File: config.mk
export PLATFORM = sky130hd
export DESIGN_NAME = pcs_rx_top
export DESIGN_NICKNAME = d
export VERILOG_FILES = /design/src/pcs_rx_pkg.sv /design/src/pcs_rx_block_lock.sv /design/src/pcs_rx_descrambler.sv /design/src/pcs_rx_block_decode.sv /design/src/pcs_rx_width_split.sv /design/src/pcs_rx_top.sv
export SDC_FILE = /design/constraint.sdc
export NUM_CORES = 1
export LEC_CHECK = 0
export BUFFER_PORTS_ARGS = -buffer_cell sky130_fd_sc_hd__buf_2
export CAP_MARGIN = 20
export CELL_PAD_IN_SITES_DETAIL_PLACEMENT = 0
export CELL_PAD_IN_SITES_GLOBAL_PLACEMENT = 1
export CORE_AREA = 2 2 208 169
export CTS_CLUSTER_SIZE = 8
export DETAILED_ROUTE_END_ITERATION = 10
export DIE_AREA = 0 0 210 171
export PLACE_DENSITY_LB_ADDON = 0.25
export RECOVER_POWER = 25
export SYNTH_ARGS = -nofsm -noshare
export SYNTH_HDL_FRONTEND = slang
export SYNTH_SLANG_ARGS = --single-unit
File: constraint.sdc
create_clock -name i_rxc -period 5.67 [get_ports i_rxc]
set_input_delay 0.8505 -clock i_rxc [delete_from_list [all_inputs] [get_ports i_rxc]]
set_output_delay 0.8505 -clock i_rxc [all_outputs]
set_load 0.01 [all_outputs]
File: src/pcs_rx_pkg.sv
// PCS receive package
// Block and XGMII structs, control codes, block types and lock thresholds
package pcs_rx_pkg;

    // 66-bit block as received with the header in the top two bits
    typedef struct packed {
        logic [1:0]  hdr;
        logic [63:0] payload;   // Type byte in 63:56 for control blocks
    } rx_block_t;

    // Lane 0 is data[63:56] and ctl[7]
    typedef struct packed {
        logic [63:0] data;
        logic [7:0]  ctl;
    } xgmii64_t;

    typedef struct packed {
        logic [31:0] data;
        logic [3:0]  ctl;
    } xgmii32_t;

    // XGMII control characters
    localparam logic [7:0] XGMII_IDLE  = 8'h07;
    localparam logic [7:0] XGMII_START = 8'hfb;
    localparam logic [7:0] XGMII_TERM  = 8'hfd;
    localparam logic [7:0] XGMII_ERROR = 8'hfe;

    // Sync headers
    localparam logic [1:0] HDR_DATA = 2'b01;
    localparam logic [1:0] HDR_CTRL = 2'b10;

    // Block type field
    localparam logic [7:0] BT_IDLE   = 8'h1e;
    localparam logic [7:0] BT_START4 = 8'h33;
    localparam logic [7:0] BT_START0 = 8'h78;
    localparam logic [7:0] BT_TERM0  = 8'h87;   // Digit is data bytes before terminate
    localparam logic [7:0] BT_TERM1  = 8'h99;
    localparam logic [7:0] BT_TERM2  = 8'haa;
    localparam logic [7:0] BT_TERM3  = 8'hb4;
    localparam logic [7:0] BT_TERM4  = 8'hcc;
    localparam logic [7:0] BT_TERM5  = 8'hd2;
    localparam logic [7:0] BT_TERM6  = 8'he1;
    localparam logic [7:0] BT_TERM7  = 8'hff;

    // Block lock thresholds
    localparam int LOCK_GOOD_CNT = 32;  // Consecutive good headers to lock
    localparam int LOCK_BAD_MAX  = 8;   // Bad headers per window to drop lock
    localparam int LOCK_WINDOW   = 64;  // Window length in blocks

    typedef logic [$clog2(LOCK_GOOD_CNT)-1:0] good_cnt_t;
    typedef logic [$clog2(LOCK_BAD_MAX)-1:0]  bad_cnt_t;
    typedef logic [$clog2(LOCK_WINDOW)-1:0]   win_cnt_t;

    // Descrambler taps of x^58 + x^39 + 1
    localparam int SCR_TAP_A = 58;
    localparam int SCR_TAP_B = 39;

endpackage

File: src/pcs_rx_block_lock.sv
// Block lock stage
// Checks sync headers, tracks lock state and registers each block
`timescale 1ns/10ps

module pcs_rx_block_lock (
    input  logic                  i_rxc,
    input  logic                  i_rst_n,
    input  pcs_rx_pkg::rx_block_t i_blk,
    input  logic                  i_blk_valid,
    output pcs_rx_pkg::rx_block_t o_blk,
    output logic                  o_blk_valid,
    output logic                  o_hdr_ok,
    output logic                  o_lock
);

    pcs_rx_pkg::good_cnt_t good_cnt;
    pcs_rx_pkg::bad_cnt_t  bad_cnt;
    pcs_rx_pkg::win_cnt_t  win_cnt;
    logic                  hdr_good;

    // Only 01 and 10 are legal headers
    assign hdr_good = (i_blk.hdr == pcs_rx_pkg::HDR_DATA) ||
                      (i_blk.hdr == pcs_rx_pkg::HDR_CTRL);

    always_ff @(posedge i_rxc or negedge i_rst_n) begin
        if (!i_rst_n) begin
            good_cnt    <= '0;
            bad_cnt     <= '0;
            win_cnt     <= '0;
            o_lock      <= 1'b0;
            o_hdr_ok    <= 1'b0;
            o_blk_valid <= 1'b0;
        end else begin
            o_blk_valid <= i_blk_valid;
            if (i_blk_valid) begin
                o_hdr_ok <= hdr_good;
                if (!o_lock) begin
                    if (!hdr_good) begin
                        good_cnt <= '0;     // Run of good headers broken
                    end else if (good_cnt ==
                                 pcs_rx_pkg::good_cnt_t'(pcs_rx_pkg::LOCK_GOOD_CNT - 1)) begin
                        o_lock   <= 1'b1;
                        good_cnt <= '0;
                        bad_cnt  <= '0;
                        win_cnt  <= '0;
                    end else begin
                        good_cnt <= good_cnt + 1'b1;
                    end
                end else begin
                    if (!hdr_good &&
                        bad_cnt == pcs_rx_pkg::bad_cnt_t'(pcs_rx_pkg::LOCK_BAD_MAX - 1)) begin
                        o_lock   <= 1'b0;   // Too many bad headers in window
                        good_cnt <= '0;
                        bad_cnt  <= '0;
                        win_cnt  <= '0;
                    end else if (win_cnt ==
                                 pcs_rx_pkg::win_cnt_t'(pcs_rx_pkg::LOCK_WINDOW - 1)) begin
                        win_cnt <= '0;      // New window
                        bad_cnt <= '0;
                    end else begin
                        win_cnt <= win_cnt + 1'b1;
                        if (!hdr_good) begin
                            bad_cnt <= bad_cnt + 1'b1;
                        end
                    end
                end
            end
        end
    end

    // Block register loads on each valid block
    always_ff @(posedge i_rxc) begin
        if (i_blk_valid) begin
            o_blk <= i_blk;
        end
    end

    // Lock is only ever gained on a block with a good header
    a_lock_rise_good_hdr: assert property (
        @(posedge i_rxc) disable iff (!i_rst_n)
        $rose(o_lock) |-> (o_blk_valid && o_hdr_ok)
    );

endmodule

File: src/pcs_rx_descrambler.sv
// Self-synchronising descrambler for x^58 + x^39 + 1
// Descrambles the payload of each valid block and passes the header through
`timescale 1ns/10ps

module pcs_rx_descrambler (
    input  logic                  i_rxc,
    input  logic                  i_rst_n,
    input  pcs_rx_pkg::rx_block_t i_blk,
    input  logic                  i_blk_valid,
    input  logic                  i_hdr_ok,
    input  logic                  i_lock,
    output pcs_rx_pkg::rx_block_t o_blk,
    output logic                  o_blk_valid,
    output logic                  o_hdr_ok,
    output logic                  o_lock
);

    logic [pcs_rx_pkg::SCR_TAP_A-1:0] scr_q;
    logic [pcs_rx_pkg::SCR_TAP_A-1:0] scr_nxt;
    logic [63:0]                      plain;

    // Bit 0 of the state holds the most recent received bit
    always_comb begin
        scr_nxt = scr_q;
        for (int b = 63; b >= 0; b--) begin
            plain[b] = i_blk.payload[b] ^ scr_nxt[pcs_rx_pkg::SCR_TAP_A-1] ^
                       scr_nxt[pcs_rx_pkg::SCR_TAP_B-1];
            scr_nxt  = {scr_nxt[pcs_rx_pkg::SCR_TAP_A-2:0], i_blk.payload[b]};
        end
    end

    always_ff @(posedge i_rxc or negedge i_rst_n) begin
        if (!i_rst_n) begin
            scr_q       <= '0;
            o_blk_valid <= 1'b0;
            o_hdr_ok    <= 1'b0;
            o_lock      <= 1'b0;
        end else begin
            o_blk_valid <= i_blk_valid;
            if (i_blk_valid) begin
                scr_q    <= scr_nxt;    // Shifts in scrambled bits
                o_hdr_ok <= i_hdr_ok;
                o_lock   <= i_lock;
            end
        end
    end

    always_ff @(posedge i_rxc) begin
        if (i_blk_valid) begin
            o_blk.hdr     <= i_blk.hdr;
            o_blk.payload <= plain;
        end
    end

endmodule

File: src/pcs_rx_block_decode.sv
// 64b/66b block decoder
// Turns a descrambled block into XGMII data and control, or error characters
`timescale 1ns/10ps

module pcs_rx_block_decode (
    input  logic                  i_rxc,
    input  logic                  i_rst_n,
    input  pcs_rx_pkg::rx_block_t i_blk,
    input  logic                  i_blk_valid,
    input  logic                  i_hdr_ok,
    input  logic                  i_lock,
    output pcs_rx_pkg::xgmii64_t  o_word,
    output logic                  o_word_valid
);

    logic [7:0]           blk_type;
    logic                 is_term;
    logic [2:0]           term_k;
    logic [63:0]          term_data;
    pcs_rx_pkg::xgmii64_t dec;

    assign blk_type  = i_blk.payload[63:56];
    assign term_data = {i_blk.payload[55:0], 8'h00};    // Data bytes moved up to lane 0

    // Terminate types and their data byte count
    always_comb begin
        is_term = 1'b1;
        term_k  = 3'd0;
        case (blk_type)
            pcs_rx_pkg::BT_TERM0: term_k = 3'd0;
            pcs_rx_pkg::BT_TERM1: term_k = 3'd1;
            pcs_rx_pkg::BT_TERM2: term_k = 3'd2;
            pcs_rx_pkg::BT_TERM3: term_k = 3'd3;
            pcs_rx_pkg::BT_TERM4: term_k = 3'd4;
            pcs_rx_pkg::BT_TERM5: term_k = 3'd5;
            pcs_rx_pkg::BT_TERM6: term_k = 3'd6;
            pcs_rx_pkg::BT_TERM7: term_k = 3'd7;
            default:              is_term = 1'b0;
        endcase
    end

    always_comb begin
        // Errors unless a legal block arrives while locked
        dec.data = {8{pcs_rx_pkg::XGMII_ERROR}};
        dec.ctl  = 8'hff;
        if (i_lock && i_hdr_ok) begin
            if (i_blk.hdr == pcs_rx_pkg::HDR_DATA) begin
                dec.data = i_blk.payload;
                dec.ctl  = 8'h00;
            end else if (blk_type == pcs_rx_pkg::BT_IDLE) begin
                dec.data = {8{pcs_rx_pkg::XGMII_IDLE}};
            end else if (blk_type == pcs_rx_pkg::BT_START0) begin
                dec.data = {pcs_rx_pkg::XGMII_START, i_blk.payload[55:0]};
                dec.ctl  = 8'h80;
            end else if (blk_type == pcs_rx_pkg::BT_START4) begin
                dec.data = {{4{pcs_rx_pkg::XGMII_IDLE}}, pcs_rx_pkg::XGMII_START,
                            i_blk.payload[23:0]};
                dec.ctl  = 8'hf8;
            end else if (is_term) begin
                dec.ctl = 8'hff >> term_k;  // Control from lane k on
                for (int l = 0; l < 8; l++) begin
                    if (l < int'(term_k)) begin
                        dec.data[63-8*l -: 8] = term_data[63-8*l -: 8];
                    end else if (l == int'(term_k)) begin
                        dec.data[63-8*l -: 8] = pcs_rx_pkg::XGMII_TERM;
                    end else begin
                        dec.data[63-8*l -: 8] = pcs_rx_pkg::XGMII_IDLE;
                    end
                end
            end
        end
    end

    always_ff @(posedge i_rxc or negedge i_rst_n) begin
        if (!i_rst_n) begin
            o_word_valid <= 1'b0;
        end else begin
            o_word_valid <= i_blk_valid;
        end
    end

    always_ff @(posedge i_rxc) begin
        if (i_blk_valid) begin
            o_word <= dec;
        end
    end

    function automatic logic is_ctl_char(input logic [7:0] c);
        return c inside {pcs_rx_pkg::XGMII_IDLE, pcs_rx_pkg::XGMII_START,
                         pcs_rx_pkg::XGMII_TERM, pcs_rx_pkg::XGMII_ERROR};
    endfunction

    // A flagged lane always carries a control character
    for (genvar l = 0; l < 8; l++) begin : g_lane_chk
        a_ctl_lane: assert property (
            @(posedge i_rxc) disable iff (!i_rst_n)
            (o_word_valid && o_word.ctl[7-l]) |-> is_ctl_char(o_word.data[63-8*l -: 8])
        );
    end

endmodule

File: src/pcs_rx_width_split.sv
// 64 to 32 bit XGMII width splitter
// Sends the upper half of each word, then the lower half on the next cycle
`timescale 1ns/10ps

module pcs_rx_width_split (
    input  logic                 i_rxc,
    input  logic                 i_rst_n,
    input  pcs_rx_pkg::xgmii64_t i_word,
    input  logic                 i_word_valid,
    output pcs_rx_pkg::xgmii32_t o_rxd,
    output logic                 o_rx_valid
);

    pcs_rx_pkg::xgmii32_t lo_q;     // Lower half waiting for its turn
    logic                 phase;

    always_ff @(posedge i_rxc or negedge i_rst_n) begin
        if (!i_rst_n) begin
            phase      <= 1'b0;
            o_rx_valid <= 1'b0;
        end else begin
            if (i_word_valid) begin
                phase      <= 1'b1;
                o_rx_valid <= 1'b1;
            end else if (phase) begin
                phase      <= 1'b0;
                o_rx_valid <= 1'b1;
            end else begin
                o_rx_valid <= 1'b0;
            end
        end
    end

    always_ff @(posedge i_rxc) begin
        if (i_word_valid) begin
            o_rxd <= {i_word.data[63:32], i_word.ctl[7:4]};
            lo_q  <= {i_word.data[31:0], i_word.ctl[3:0]};
        end else if (phase) begin
            o_rxd <= lo_q;
        end
    end

    // Two halves per word need an idle cycle between strobes
    a_no_back_to_back: assert property (
        @(posedge i_rxc) disable iff (!i_rst_n)
        i_word_valid |=> !i_word_valid
    );

endmodule

File: src/pcs_rx_top.sv
// PCS receive top level
// Block lock, descrambler, decoder and width splitter in a chain
`timescale 1ns/10ps

module pcs_rx_top (
    input  logic                  i_rxc,
    input  logic                  i_rst_n,
    input  pcs_rx_pkg::rx_block_t i_rxd,
    input  logic                  i_rx_valid,
    output pcs_rx_pkg::xgmii32_t  o_rxd,
    output logic                  o_rx_valid,
    output logic                  o_block_lock
);

    pcs_rx_pkg::rx_block_t lk_blk;
    logic                  lk_valid;
    logic                  lk_hdr_ok;
    pcs_rx_pkg::rx_block_t ds_blk;
    logic                  ds_valid;
    logic                  ds_hdr_ok;
    logic                  ds_lock;
    pcs_rx_pkg::xgmii64_t  word;
    logic                  word_valid;

    pcs_rx_block_lock u_block_lock (
        .i_rxc       (i_rxc),
        .i_rst_n     (i_rst_n),
        .i_blk       (i_rxd),
        .i_blk_valid (i_rx_valid),
        .o_blk       (lk_blk),
        .o_blk_valid (lk_valid),
        .o_hdr_ok    (lk_hdr_ok),
        .o_lock      (o_block_lock)
    );

    pcs_rx_descrambler u_descrambler (
        .i_rxc       (i_rxc),
        .i_rst_n     (i_rst_n),
        .i_blk       (lk_blk),
        .i_blk_valid (lk_valid),
        .i_hdr_ok    (lk_hdr_ok),
        .i_lock      (o_block_lock),
        .o_blk       (ds_blk),
        .o_blk_valid (ds_valid),
        .o_hdr_ok    (ds_hdr_ok),
        .o_lock      (ds_lock)
    );

    pcs_rx_block_decode u_block_decode (
        .i_rxc        (i_rxc),
        .i_rst_n      (i_rst_n),
        .i_blk        (ds_blk),
        .i_blk_valid  (ds_valid),
        .i_hdr_ok     (ds_hdr_ok),
        .i_lock       (ds_lock),
        .o_word       (word),
        .o_word_valid (word_valid)
    );

    pcs_rx_width_split u_width_split (
        .i_rxc        (i_rxc),
        .i_rst_n      (i_rst_n),
        .i_word       (word),
        .i_word_valid (word_valid),
        .o_rxd        (o_rxd),
        .o_rx_valid   (o_rx_valid)
    );

endmodule

## Word level (Yosys, flattened, before mapping)

Cells that the tools add are included.
W data, S select, Z words.

- Flip-flop bits (word level): 357
- Latch bits: 0
- Bits in writable memories: 0
- Bits in read-only memories: 0
- Bits of input ports: 69
- Memories: 0

- Add/sub/neg operators: 3
- Multipliers: 0
- Divide/modulo/power cells: 0
- Magnitude comparators: 7
- Eq/ne operators: 26
- Shifts and indexed selects: 1
- Muxes and demuxes: 47
- Bitwise gates (word level): 128
- Reductions and logical operators: 12

Operators with widths:

| kind | count |
|---|---|
| $mux W72 | 4 |
| $mux W8 | 16 |
| $xor A1 B1 Y1 | 128 |
| $mux W36 | 2 |
| $eq A8 B8 Y1 const B | 8 |
| $mux W64 | 1 |
| $mux W6 | 5 |
| $pmux W3 S7 | 1 |
| $mux W5 | 4 |
| $mux W3 | 6 |
| $eq A3 B3 Y1 const A | 4 |
| $lt A3 B3 Y1 const A | 3 |
| $eq A8 B5 Y1 const B | 1 |
| $eq A8 B6 Y1 const B | 1 |
| $eq A8 B7 Y1 const B | 1 |
| $mux W1 | 8 |
| $reduce_or A8 Y1 | 1 |
| $shr A8 B3 Y8 const A | 1 |
| $add A6 B1 Y6 const B | 1 |
| $eq A2 B3 Y1 const A | 2 |
| $eq A6 B6 Y1 const B | 1 |
| $lt A1 B3 Y1 const A | 2 |
| $lt A2 B3 Y1 const A | 2 |
| $reduce_bool A2 Y1 | 3 |
| other kinds (16) | 18 |

## Longest topological paths before layout

- Depth after elaboration: 10
- Gate-level depth with buffers: 9

## By module

Synthesis repeated with hierarchy kept, for this count alone.

- Cell total of the unflattened synthesis: 896
- Area, all modules: 15720.1 µm²

Modules (own cells, without submodules):

| module | instances | cells each | area each (µm²) | sequential area each (µm²) |
|---|---|---|---|---|
| pcs_rx_descrambler | 1 | 258 | 6062.1 | 3508.4 |
| pcs_rx_block_decode | 1 | 374 | 3997.6 | 2187.1 |
| pcs_rx_block_lock | 1 | 149 | 2856.5 | 2407.3 |
| pcs_rx_width_split | 1 | 115 | 2803.9 | 2212.1 |

## Worst setup path before layout

OpenSTA, ideal clock, no wires.

- Kind: reg2reg
- Start point: reg u_block_decode.o_word_valid
- End point: reg u_width_split.o_rxd[0] (netlist name)
- Data arrival time: 2.383 ns
- Required time: 5.293 ns
- Slack: 2.909 ns
- Cell stages (with the launch flop): 4
- Buffers on the path: 2
- Period minus slack after synthesis: 2.761 ns
- Path through: dfrtp_1 -> clkbuf_1 -> clkbuf_1 -> or2_2

- Cells in the longest elaborated chain, start to end: 1

RTL lines:

| item | RTL line | source |
|---|---|---|
| start: declaration | pcs_rx_block_decode.sv:13 | `output logic o_word_valid` |
| start signal: assignment | pcs_rx_block_decode.sv:78 | `o_word_valid <= i_blk_valid;` |
| $reduce_bool A2 Y1 (no line) | - |  |

Every way passes these cells.
A chain may end at the register's enable or synchronous reset.

## Final worst setup path

- Start point: reg u_descrambler.o_blk[59] in the netlist's numbering
- End point: reg u_block_decode.o_word[59] in the netlist's numbering (data pin)

- Cells in the longest elaborated chain, start to end: 10

RTL lines:

| item | RTL line | source |
|---|---|---|
| start: declaration | pcs_rx_descrambler.sv:12 | `output pcs_rx_pkg::rx_block_t o_blk,` |
| branches (longest 8 deep; another with $lt A1 B3 Y1) | - |  |
| $mux W64 (*) | pcs_rx_block_decode.sv:50 | `end else if (blk_type == pcs_rx_pkg::BT_IDLE) begin` |
| $mux W72 (*) | pcs_rx_block_decode.sv:47 | `if (i_blk.hdr == pcs_rx_pkg::HDR_DATA) begin` |
| end signal: assignment | pcs_rx_block_decode.sv:84 | `o_word <= dec;` |
| end: declaration | pcs_rx_block_decode.sv:12 | `output pcs_rx_pkg::xgmii64_t o_word,` |

Every way passes the cells marked *.

==> summary.md <==
| Metric | Value |
|---|---|
| Outcome | complete, no violations |
| CTS HTree Levels | 2 |
| Slew Limit Fails | 0 |
| Type of origin of the critical path | flop |
| Post-Synthesis Cells | 971 |
| Fin Setup TNS | 0 ps |
| Worst slew margin | 20.7% |
| Port Buffers | 106 |
| LEAKAGE | 5.68 nW |
| Clock Pin Slew Worst Setup and Hold Paths | 50 ps |
| Fmax | 0.329 GHz |
| Synth top cells by count | edfxtp_1 (276), xnor2_1 (129), mux2_2 (97) |
| Int Pwr | 5.01 mW |
| Tot GR Track Use | 18.9% |
| HPWL Detailed | 23600 microns |
| Util after Layout | 50.2% |
| Overflow after GRT | 0 |
| Clock Skew | 25.8 ps |
| Top post-synthesis cells by area | edfxtp_1 (56%), dfrtp_1 (14%), xnor2_1 (7.7%) |
| CP max stage cell | or4_4 |
| Crit-path max FO | 13 |
| Routed len/inst | 21.0 microns |
| Placed Instance Area | 0.0157 sq mm |
| Net Sw Frac | 23.7% |
| Share of cells above drive strength 1 | 24.3% |
| First-pass GRT wire length | 50400 microns |
| Most used DFF post-synth | edfxtp_1 |
| TritonRoute pass-1 iters | 6 |
| Routed Antenna Nets | 0 |
| Vias/cell | 5.18 |
| Post-CTS Repair Setup Buffers | 0 |
| Num rows | 61 |
| Most frequent cell after synthesis | edfxtp_1 |
| RD Place Congestion | 0.895 |
| Dominant cell type by area after synthesis | edfxtp_1 |
| Number of diodes | 0 |
| CP cell instances | or4_4, a21oi_4, or3_1, or2_1, a31oi_2, a221o_1 |
| RSZ-0062 raised after global routing | no |
| CTS sink cnt | 357 |
| IO Count | 107 |
| CTS tree | yes |
| CP required | 5950 ps |
| Power, Total | 6.56 mW |
| Worst stage delay on the critical path | 610 ps |
| Area grow syn2layout | 16.5% |
| Final WL | 33100 microns |
| Gate power share | 8.1% |
| DRT iter0 DRCs | 821 |
| Setup CP Type | reg -> reg |
| Final routed DRC violation total | 0 |
| Yosys reg bits | 357 |
| Worst hold slack | 414 ps |
| Inserted Clock Buffers | 50 |
| Sequential cell area fraction in the yosys report | 70.2% |
| Maximum vdd drop | 0.232 mV |
| Hold_buf cts | 0 |
| Post-Syn Nets | 1045 |
| EDFF count, synth | 276 |
| Power Density | 383 mW/mm^2 |
| Seq pwr share | 50.8% |
| Overall die width | 210 microns |
| Starting Density | 43.1% |
| Final setup fails | 0 |
| Vias in the first global route | 8110 |
| Minimum clock period | 3040 ps |
| Max Buffers Root-to-Sink | 3 |
| Nets | 1174 |
| Max cap viols | 0 |
| Initial antenna violation count | 0 |
| Ys Warns | 0 |
| CP endpoint kind | flop |
| Clock share of power | 41.1% |
| Final Hold Fails | 0 |
| Yosys cell types | 54 |
| Largest net degree at the start of global routing | 74 |
| Slew @ Worst Pin | 1190 ps |
| Ys async rst share | 22.7% |
| Post-Syn Area | 0.0147 sq mm |
| Min-Delay Path Class | reg -> reg |
| Critical path data arrival time | 3330 ps |
| Die area | 0.0359 sq mm |
| Worst-Skew Late Latency | 560 ps |
| Resize count post-CTS | 0 |
| Share of the synthesized area in the top cell type | 56.4% |
| Final period utilization | 53.7% |
| Switching power | 1.55 mW |
| DR vias | 8158 |
| Core Box Area | 0.0341 sq mm |
| Area of all placed cells without fillers | 0.0171 sq mm |
| FILL cells | 2867 |
| Mean post-synth cell area | 15.1 sq um |
| Die Y | 171 microns |
| CTS Root Cell | clkbuf_16 |
[worst paths after layout]
check / startpoint / endpoint / slack [ps] / cells past startpoint
worst max-delay path: u_descrambler.o_blk[59] / u_block_decode.o_word[59] / 2630 / 6
max in group asynchronous: i_rst_n / u_block_lock.o_blk_valid / 3610 / 2
worst min-delay path: u_block_decode.o_word[8] / u_width_split.lo_q[4] / 410 / 0
worst max register to register: u_descrambler.o_blk[59] / u_block_decode.o_word[59] / 2630 / 6
worst min register to register: u_block_decode.o_word[8] / u_width_split.lo_q[4] / 410 / 0
min in group asynchronous: i_rst_n / u_block_lock.win_cnt[1] / 520 / 1
[worst max-delay path, delay by kind of cell (launching register included)]
kind             cells  cell delay [ps]
flip-flops           1              570
AND/OR/NAND/NOR      3             1400
AO/OA/AOI/OAI        3              790
[cell families (layout without fill, tap and decap cells)]
family                     after synthesis  after routing  synth area share (%)
DFF                                    357            357                  70.2
AOI/OAI and AO/OA                      178            178                  7.23
and+or+nand+nor                        163            163                  5.71
xor gates and xnor gates               130            130                  7.75
muxes                                   97             97                  7.43
buffers and inverters                   41            204                  1.23
adders and majority gates                5              5                 0.426
[sequential cells by signal, summed over array words and instances (netlist names), 3 cells and up]
register and count:
u_width_split.o_rxd 36, u_descrambler.scr_q 58, u_block_lock.bad_cnt 3, u_block_decode.o_word 72, u_block_lock.win_cnt 6, u_width_split.lo_q 36, u_descrambler.o_blk 66, u_block_lock.o_blk 66
u_block_lock.good_cnt 5
[metrics by stage]
step,setup WS (ps),cells
finish,2630,1575
global route,2460,1575
CTS,2670,1575
detailed placement,2710,1489
global placement,2770,1489
floorplan,2910,971
[area by class of cell]
type	instances	area, sq um	share of cell area (%)
clock buffers	84	1410	8.24
clock inverters	2	32.5	0.190
inverters	3	11.3	0.0658
multi-input cells	573	4200	24.5
flip-flops and latches	357	10300	60.3
well taps	441	552	3.22
repair buffers	115	592	3.46
[per-layer routing]
layer,up-vias,part of all wire [%],global-route usage (%)
met5,-,0,0
met2,232,41,26.2
li1,3873,-,-
met4,0,2.3,5.98
met1,4002,51,29.6
met3,51,5.4,3.87
[cell usage in the layout (no fill, tap or decap), drive strengths merged, types with 4 or more instances in the layout]
| cell type | instances |
|---|---|
| edfxtp | 276 |
| xnor2 | 129 |
| buf | 110 |
| mux2 | 97 |
| clkbuf | 89 |
| dfrtp | 81 |
| o21ai | 66 |
| a21oi | 61 |
| nand2 | 49 |
| nor2 | 43 |
| nand3 | 12 |
| o211ai | 11 |
| nand2b | 8 |
| nor3 | 7 |
| o31ai | 7 |
| nand4bb | 6 |
| and2 | 6 |
| o21a | 6 |
| and3 | 5 |
| a221o | 5 |
| ha | 5 |
| a31oi | 5 |
| a21o | 4 |
| nor2b | 4 |
| or2 | 4 |
[power by group through the flow]
stage                     logic, mW  clock network [mW]  registers (mW)
final                         0.533                2.70            3.33
after global routing          0.587                2.90            3.35
after CTS                     0.542                2.77            3.33
after detailed placement      0.539                   0            3.38
after global placement        0.534                   0            3.38
after floorplan               0.394                   0            3.25
Power figures use the tool's default switching activity.
